==> src/common/mmu_pkg.sv <==
`default_nettype none

package mmu_pkg;

    // Field widths of the translation path
    localparam int page_base_width = 3;
    localparam int page_index_width = 8;
    localparam int offset_width = 11;

    localparam int logical_width = 16;
    localparam int physical_width = 19;
    localparam int frame_width = 8;
    localparam int data_width = 8;

    typedef logic [logical_width-1:0] logical_addr_t;
    typedef logic [physical_width-1:0] physical_addr_t;
    typedef logic [frame_width-1:0] frame_t; // Physical bits 18:11
    typedef logic [data_width-1:0] data_t;

    // 2'b11 is not assigned and is handled as a read
    typedef enum logic [1:0] {
        op_read = 2'b00,
        op_write = 2'b01,
        op_load_page = 2'b10
    } opcode_t;

    // Page-table load payload
    typedef struct packed {
        logic [page_index_width-1:0] index;
        frame_t frame;
    } page_load_t;

    // Same 16 bits, read as an address or as a table load
    typedef union packed {
        logical_addr_t address;
        page_load_t load;
    } request_payload_u;

    typedef struct packed {
        opcode_t opcode;
        request_payload_u payload;
        data_t write_data; // Only meaningful for op_write
    } request_t;

    // One translated bus operation
    typedef struct packed {
        logic write;
        physical_addr_t address;
        data_t data;
        logic bad_page;
    } bus_op_t;

    typedef struct packed {
        data_t read_data;
        logic write;
        logic bad_page;
    } response_t;

endpackage

`default_nettype wire

==> src/translate/page_translator.sv <==
`default_nettype none

module page_translator (
    input logic clock,
    input logic reset,
    input logic [mmu_pkg::page_base_width-1:0] page_base,
    input mmu_pkg::request_t request,
    input logic request_valid,
    output logic request_ready,
    output mmu_pkg::bus_op_t translated,
    output logic translated_valid,
    input logic translated_ready
);

    localparam int table_entries = 1 << mmu_pkg::page_index_width;
    localparam int page_bits = mmu_pkg::page_index_width - mmu_pkg::page_base_width;

    mmu_pkg::frame_t page_table [table_entries];

    logic request_fire;
    logic is_load;
    logic [mmu_pkg::page_index_width-1:0] table_index;
    mmu_pkg::frame_t table_entry;
    mmu_pkg::physical_addr_t physical;
    logic bad_page;
    mmu_pkg::logical_addr_t logical;

    // Stall while the output register holds an op nobody took
    assign request_ready = !(translated_valid && !translated_ready);
    assign request_fire = request_valid && request_ready;
    assign is_load = (request.opcode == mmu_pkg::op_load_page);

    assign logical = request.payload.address;

    // Base selects a group of 32 pages, upper logical bits pick the page
    assign table_index = {page_base, logical[mmu_pkg::logical_width-1 -: page_bits]};
    assign table_entry = page_table[table_index];
    assign physical = {table_entry, logical[mmu_pkg::offset_width-1:0]};

    // Top six frame bits all ones with bit 11 set
    assign bad_page = (&physical[18:13]) && physical[11];

    // Table writes and valid flag
    always_ff @(posedge clock or posedge reset) begin
        if (reset) begin
            for (int i = 0; i < table_entries; i++) begin
                page_table[i] <= '0;
            end
            translated_valid <= 1'b0;
        end else begin
            if (translated_ready) begin
                translated_valid <= 1'b0;
            end
            if (request_fire) begin
                if (is_load) begin
                    page_table[request.payload.load.index] <= request.payload.load.frame;
                end else begin
                    translated_valid <= 1'b1; // Read or write goes downstream
                end
            end
        end
    end

    // Operation payload loads only on a read or write transfer
    always_ff @(posedge clock) begin
        if (request_fire && !is_load) begin
            translated.write <= (request.opcode == mmu_pkg::op_write);
            translated.address <= physical;
            translated.data <= request.write_data;
            translated.bad_page <= bad_page;
        end
    end

endmodule

`default_nettype wire

==> src/source/op_queue.sv <==
`default_nettype none

module op_queue #(
    parameter int queue_depth = 4
) (
    input logic clock,
    input logic reset,
    input mmu_pkg::bus_op_t translated,
    input logic translated_valid,
    output logic translated_ready,
    output mmu_pkg::bus_op_t head,
    output logic head_valid,
    input logic head_ready
);

    localparam int pointer_width = $clog2(queue_depth);
    localparam int count_width = $clog2(queue_depth + 1);

    mmu_pkg::bus_op_t entries [queue_depth];

    logic [pointer_width-1:0] write_ptr;
    logic [pointer_width-1:0] read_ptr;
    logic [count_width-1:0] count;
    logic push;
    logic pop;

    assign translated_ready = (count != count_width'(queue_depth));
    assign head_valid = (count != '0);
    assign head = entries[read_ptr];

    assign push = translated_valid && translated_ready;
    assign pop = head_valid && head_ready;

    // Depth is a power of two so pointers wrap on their own
    always_ff @(posedge clock or posedge reset) begin
        if (reset) begin
            write_ptr <= '0;
            read_ptr <= '0;
            count <= '0;
        end else begin
            if (push) begin
                write_ptr <= write_ptr + 1'b1;
            end
            if (pop) begin
                read_ptr <= read_ptr + 1'b1;
            end
            if (push && !pop) begin
                count <= count + 1'b1;
            end else if (pop && !push) begin
                count <= count - 1'b1;
            end
        end
    end

    always_ff @(posedge clock) begin
        if (push) begin
            entries[write_ptr] <= translated;
        end
    end

endmodule

`default_nettype wire

==> src/bus/bus_cycle_unit.sv <==
`default_nettype none

module bus_cycle_unit (
    input logic clock,
    input logic reset,
    input mmu_pkg::bus_op_t head,
    input logic head_valid,
    output logic head_ready,
    output mmu_pkg::physical_addr_t address_bus,
    output mmu_pkg::data_t data_out,
    input mmu_pkg::data_t data_in,
    output logic write_en,
    output mmu_pkg::response_t response,
    output logic response_valid,
    input logic response_ready
);

    typedef enum logic [1:0] {
        st_idle,
        st_address, // Address on the bus, reads sample at the end
        st_strobe,  // Write strobe high
        st_respond
    } state_t;

    state_t state;
    mmu_pkg::bus_op_t op; // Operation in progress
    logic take;
    logic write_delayed;
    logic register_space;
    mmu_pkg::data_t read_byte;

    assign head_ready = (state == st_idle);
    assign take = head_valid && head_ready;

    // Low 256 bytes of physical space read back the bus write latch
    assign register_space = (address_bus[18:8] == '0);
    assign read_byte = register_space ? data_out : data_in;

    always_ff @(posedge clock or posedge reset) begin
        if (reset) begin
            state <= st_idle;
            address_bus <= '0;
            data_out <= '0;
            write_delayed <= 1'b0;
            write_en <= 1'b0;
            response_valid <= 1'b0;
        end else begin
            write_en <= write_delayed; // Strobe lags the load by one cycle
            write_delayed <= 1'b0;
            case (state)
                st_idle: begin
                    if (take) begin
                        address_bus <= head.address;
                        if (head.write) begin
                            data_out <= head.data;
                            write_delayed <= 1'b1;
                        end
                        state <= st_address;
                    end
                end
                st_address: begin
                    if (op.write) begin
                        state <= st_strobe;
                    end else begin
                        response_valid <= 1'b1;
                        state <= st_respond;
                    end
                end
                st_strobe: begin
                    response_valid <= 1'b1;
                    state <= st_respond;
                end
                st_respond: begin
                    if (response_ready) begin
                        response_valid <= 1'b0;
                        state <= st_idle;
                    end
                end
                default: state <= st_idle;
            endcase
        end
    end

    // Operation and response payload
    always_ff @(posedge clock) begin
        if (take) begin
            op <= head;
        end
        if (state == st_address) begin
            // Writes echo the byte that went out on the bus
            response.read_data <= op.write ? op.data : read_byte;
            response.write <= op.write;
            response.bad_page <= op.bad_page;
        end
    end

endmodule

`default_nettype wire

==> src/source/cpu6_mmu.sv <==
`default_nettype none

module cpu6_mmu #(
    parameter int queue_depth = 4
) (
    input logic clock,
    input logic reset,
    input logic [mmu_pkg::page_base_width-1:0] page_base,
    input mmu_pkg::request_t request,
    input logic request_valid,
    output logic request_ready,
    output mmu_pkg::response_t response,
    output logic response_valid,
    input logic response_ready,
    output mmu_pkg::physical_addr_t address_bus,
    output mmu_pkg::data_t data_out,
    input mmu_pkg::data_t data_in,
    output logic write_en
);

    mmu_pkg::bus_op_t translated;
    logic translated_valid;
    logic translated_ready;
    mmu_pkg::bus_op_t head;
    logic head_valid;
    logic head_ready;

    page_translator u_translator (
        .clock(clock),
        .reset(reset),
        .page_base(page_base),
        .request(request),
        .request_valid(request_valid),
        .request_ready(request_ready),
        .translated(translated),
        .translated_valid(translated_valid),
        .translated_ready(translated_ready)
    );

    // Buffers translated ops while the bus is busy
    op_queue #(
        .queue_depth(queue_depth)
    ) u_queue (
        .clock(clock),
        .reset(reset),
        .translated(translated),
        .translated_valid(translated_valid),
        .translated_ready(translated_ready),
        .head(head),
        .head_valid(head_valid),
        .head_ready(head_ready)
    );

    bus_cycle_unit u_bus (
        .clock(clock),
        .reset(reset),
        .head(head),
        .head_valid(head_valid),
        .head_ready(head_ready),
        .address_bus(address_bus),
        .data_out(data_out),
        .data_in(data_in),
        .write_en(write_en),
        .response(response),
        .response_valid(response_valid),
        .response_ready(response_ready)
    );

endmodule

`default_nettype wire

==> config.mk <==
export PLATFORM = sky130hd
export DESIGN_NAME = cpu6_mmu
export DESIGN_NICKNAME = d
export VERILOG_FILES = /design/src/common/mmu_pkg.sv /design/src/translate/page_translator.sv /design/src/source/op_queue.sv /design/src/bus/bus_cycle_unit.sv /design/src/source/cpu6_mmu.sv
export SDC_FILE = /design/constraint.sdc
export NUM_CORES = 2
export LEC_CHECK = 0
export ABC_AREA = 0
export BUFFER_PORTS_ARGS = -buffer_cell sky130_fd_sc_hd__buf_2
export CORE_ASPECT_RATIO = 1.4
export CORE_MARGIN = 2
export CORE_UTILIZATION = 55
export DETAILED_ROUTE_END_ITERATION = 12
export GPL_TIMING_DRIVEN = 1
export PLACE_DENSITY = 0.71
export SLEW_MARGIN = 20
export SYNTH_ARGS = -nofsm -noshare
export SYNTH_HDL_FRONTEND = slang
export SYNTH_SLANG_ARGS = --single-unit
==> constraint.sdc <==
create_clock -name clock -period 78.2 [get_ports clock]
set_clock_uncertainty 0.1 [all_clocks]
set_input_delay 11.73 -clock clock [delete_from_list [all_inputs] [get_ports clock]]
set_output_delay 11.73 -clock clock [all_outputs]
set_load 0.02 [all_outputs]
==> metrics.md <==
| Metric | Value |
|---|---|
| Status | `finished, final reports clean` |
| Post-synthesis sequential area ratio | `0.559` |
| Crit-path max FO | `56` |
| Sequential power share | `0.501` |
| FILL cells | `roughly 14000` |
| Initial Util | `0.553` |
| Layout area overhead | `8.88%` |
| CTS root buf | `clkbuf_16` |
| Worst Max-Slew Pin Slew | `~1.2 ns` |
| HP Start | `u_bus.write_delayed$_DFF_PP0_` |
| Tcrit/Tclk final | `0.217` |
| Via-per-instance ratio | `around 6.5` |
| Finished Layout Cells | `between 9000 and 10000` |
| Clock Latency Late Sink | `just under 0.9 ns` |
| P_sw | `about 0.00062 W` |
| Internal power | `0.00187 W` |
| CTS tree | `yes` |
| Asr flop ratio synth | `0.927` |
| Setup crit end kind | `register` |
| Vias in the first global route | `between 60000 and 70000` |
| Post-CTS Resized | `0` |
| Reg2reg start | `u_queue.count[0]$_DFFE_PP0P_` |
| GPL Wtd Cong | `0.861` |
| Final min period | `~17 ns` |
| Worst Setup Start Kind | `input port` |
| Die area | `190000 sq um` |
| Die W | `approximately 370 um` |
| Post-synth EDFFs | `around 170` |
| Worst-path cell chain | `buf_8 > buf_4 > buf_4 > buf_4 > mux4_1 > a22o_1 > a221oi_1 > nor3_1 > o31ai_1 > a21oi_1 > and3_1 > and4_1` |
| Syn Inst Count | `between 6000 and 7000` |
| CTS sink count | `~2300` |
| Largest net degree at the start of global routing | `around 180` |
| Layout cell share with drive strength beyond 1 | `0.490` |
| Post-Syn Area per Cell | `15.8 sq um` |
| Max Cap Violations | `0` |
| Fmax | `58.9 MHz` |
| Max VDD drop | `0.0180 mV` |
| CP arrival | `between 15 and 20 ns` |
| Iteration-0 DRC count of the detailed router | `4710` |
| Hold Path End | `u_bus.write_en$_DFF_PP0_` |
| Relative slew margins | `0.185` |
| Synthesized area | `between 100000 and 150000 sq um` |
| Switching Share | `0.250` |
| Routed Antenna Nets | `0` |
| Worst hold path cell count | `0` |
| Clock transition at the registers of the reported paths | `roughly 0.06 ns` |
| Nets@finish | `6474` |
| Clk pwr share | `0.407` |
| Drt drc | `0` |
| Routed WL per cell | `30.6 um` |
| Pre-antenna DRT Iters | `7` |
| Worst hold path class | `reg2reg` |
| Cell mode on critical path | `buf_4` |
| Clk buf depth | `3` |
| Row count | `around 190` |
| Post-synth cell types | `83` |
| Gr usage total | `0.296` |
| Setup violations, final | `0` |
| Cell area power density | `approximately 22 nW/um^2` |
| Critical path type | `in2reg` |
| Initial antenna violation count | `6` |
| Mapped Nets | `6513` |
| Yosys warns | `0` |
| Reg2Reg Depth | `9` |
| Hpwl dp | `~170 mm` |
| Port bufs | `80` |
| Synth Register Bits | `around 2300` |
| RR Endpoint | `u_translator.page_table[570]$_DFFE_PP0P_` |
| CP peak stage delay | `0.94 ns` |
| I/O Pins | `between 80 and 90` |
| Comb power frac | `0.092` |
| Die outline height | `~500 um` |
| CORE AREA | `about 190000 sq um` |
| CP required | `about 79 ns` |
| First-pass GRT wire length | `416 mm` |
| Final wirelength | `around 280 mm` |
| Vias post-DR | `just under 60000` |
| Dominant synthesized flop cell | `dfrtp_1` |
| Placed Cells incl. Taps | `just under 9000` |
| Hold Buf Count CTS | `0` |
| Grt total ovfl | `0` |
| Slowest cell on the critical path | `a221oi_1` |
| Hold Vio Cnt, Final | `0` |
| Pleak | `between 50 and 60 nW` |
| RSZ-0062 raised after global routing | `no` |
| Slew Limit Fails | `0` |
| Setup tns final | `0 ns` |
| Internal reg-to-reg setup slack | `roughly 74 ns` |
| H-tree level count | `4` |
| Post-CTS Setup Bufs | `0` |
| Num CTS Buffers | `roughly 210` |
-- metal layers --
| metal | part of all wire | track usage | up-vias |
|---|---|---|---|
| li1 | - | - | 24103 |
| met1 | 0.40 | 0.386 | 31969 |
| met2 | 0.49 | 0.480 | 1868 |
| met3 | 0.055 | 0.0494 | 638 |
| met4 | 0.058 | 0.155 | 8 |
| met5 | 0.00020 | 0 | - |
-- worst max-delay path by stage --
stage,endpoint,cells after the start,startpoint,slack [ns]
3_3_place_gp,u_translator.translated[0]$_DFFE_PP_,10,request[19],60.12
3_5_place_dp,u_translator.translated[0]$_DFFE_PP_,10,request[19],60.43
5_1_grt,u_translator.translated[0]$_DFFE_PP_,10,request[19],61.08
4_1_cts,u_translator.translated[0]$_DFFE_PP_,10,request[19],61.29
2_1_floorplan,u_bus.address_bus[0]$_DFFE_PP0P_,1,reset,7.39
6_report,u_translator.translated[0]$_DFFE_PP_,12,request[19],61.23
-- cells in the final DEF (no fill, tap or decap), drive strengths merged, types with 49 or more instances in the layout --
cell | netlist | layout
dfrtp | 2088 | 2088
mux2 | 2057 | 2057
mux4 | 503 | 503
clkbuf | 267 | 320
nand2 | 302 | 302
mux2i | 210 | 210
nor2 | 208 | 208
buf | 173 | 195
edfxtp | 165 | 165
o21ai | 51 | 51
clkinv | 1 | 51
o22ai | 49 | 49
-- kinds of logic after synthesis --
logic type,Yosys count,synth area share
mux,2770,0.359
flops,2253,0.559
simple gates,657,0.0377
buf+inv,470,0.0237
compound gates,296,0.0197
fa+ha+maj,10,0.00129
xor+xnor,6,0.000513
-- stage by stage --
step	power (W)	hold WS [ns]	utilization	instance area, sq um	setup slack [ns]
3_5_place_dp	0.00150	0.252	0.565	105000	60.43
2_1_floorplan	0.00143	0.231	-	102000	7.39
6_report	0.00250	0.265	0.602	112000	61.23
5_1_grt	0.00258	0.278	0.602	112000	61.08
3_3_place_gp	0.00150	0.236	0.565	105000	60.12
4_1_cts	0.00251	0.266	0.602	111000	61.29
-- state kept, by name (all words and copies together) (netlist names), 2 cells and up --
signal,count
u_bus.data_out,8
u_queue.entries,116
u_queue.read_ptr,2
u_bus.state,2
u_translator.translated,29
u_translator.page_table,2048
u_queue.write_ptr,2
u_bus.op,10
u_bus.address_bus,19
u_bus.response,10
u_queue.count,3
-- area by class of cell --
class | instances | area [sq um] | area share
antenna | 4 | 10.0 | 0.0000898
clock buffer | 312 | 6060 | 0.0543
clock inverter | 71 | 693 | 0.00622
inverter | 18 | 80.1 | 0.000718
multi-input combinational | 3739 | 42900 | 0.385
sequential | 2253 | 57200 | 0.513
tap | 2457 | 3070 | 0.0276
timing repair buffer | 203 | 1500 | 0.0135
-- critical path: cells and delay by family --
kind	cells	cell delay, ns
AOI/OAI and AO/OA	4	1.82
muxes	1	0.64
buffers and inverters	4	2.65
and+or+nand+nor	3	0.47
-- cells in the mapped netlist, drive strengths merged (5+ instances only) --
cell            n  area [sq um]
o31ai           5          37.5
nand2         302          1230
mux2i         210          2100
and2           10          62.6
mux4          503         11500
ha              9           113
clkbuf        267          1010
a31oi           9          56.3
edfxtp        165          4950
o22a            5          43.8
o21ai          51           255
nand4           7          43.8
inv            17          63.8
a21oi          41           205
or2             6          37.5
and3            7          45.1
o211ai         13          97.6
buf           173          1250
mux2         2057         23200
nand2b         10          62.6
o221ai          7          61.3
nor4            6          37.5
a221oi         18           158
dfrtp        2088         52300
o22ai          49           307
dlygate4sd1    12           105
nor2          208          1720
a2111oi         7          61.3
nand3          30           175
a22o            5          43.8
a211oi         10          75.1
nor3           39           205
a22oi          45           338
nor2b          17           106
-- power groups by stage --
stage	logic [W]	registers (W)	clock network [W]
floorplan	0.000149	0.00128	0
global placement	0.000227	0.00127	0
detailed placement	0.000232	0.00127	0
CTS	0.000233	0.00125	0.00103
global route	0.000249	0.00125	0.00108
finish	0.000230	0.00125	0.00102
Power figures use the tool's default switching activity.
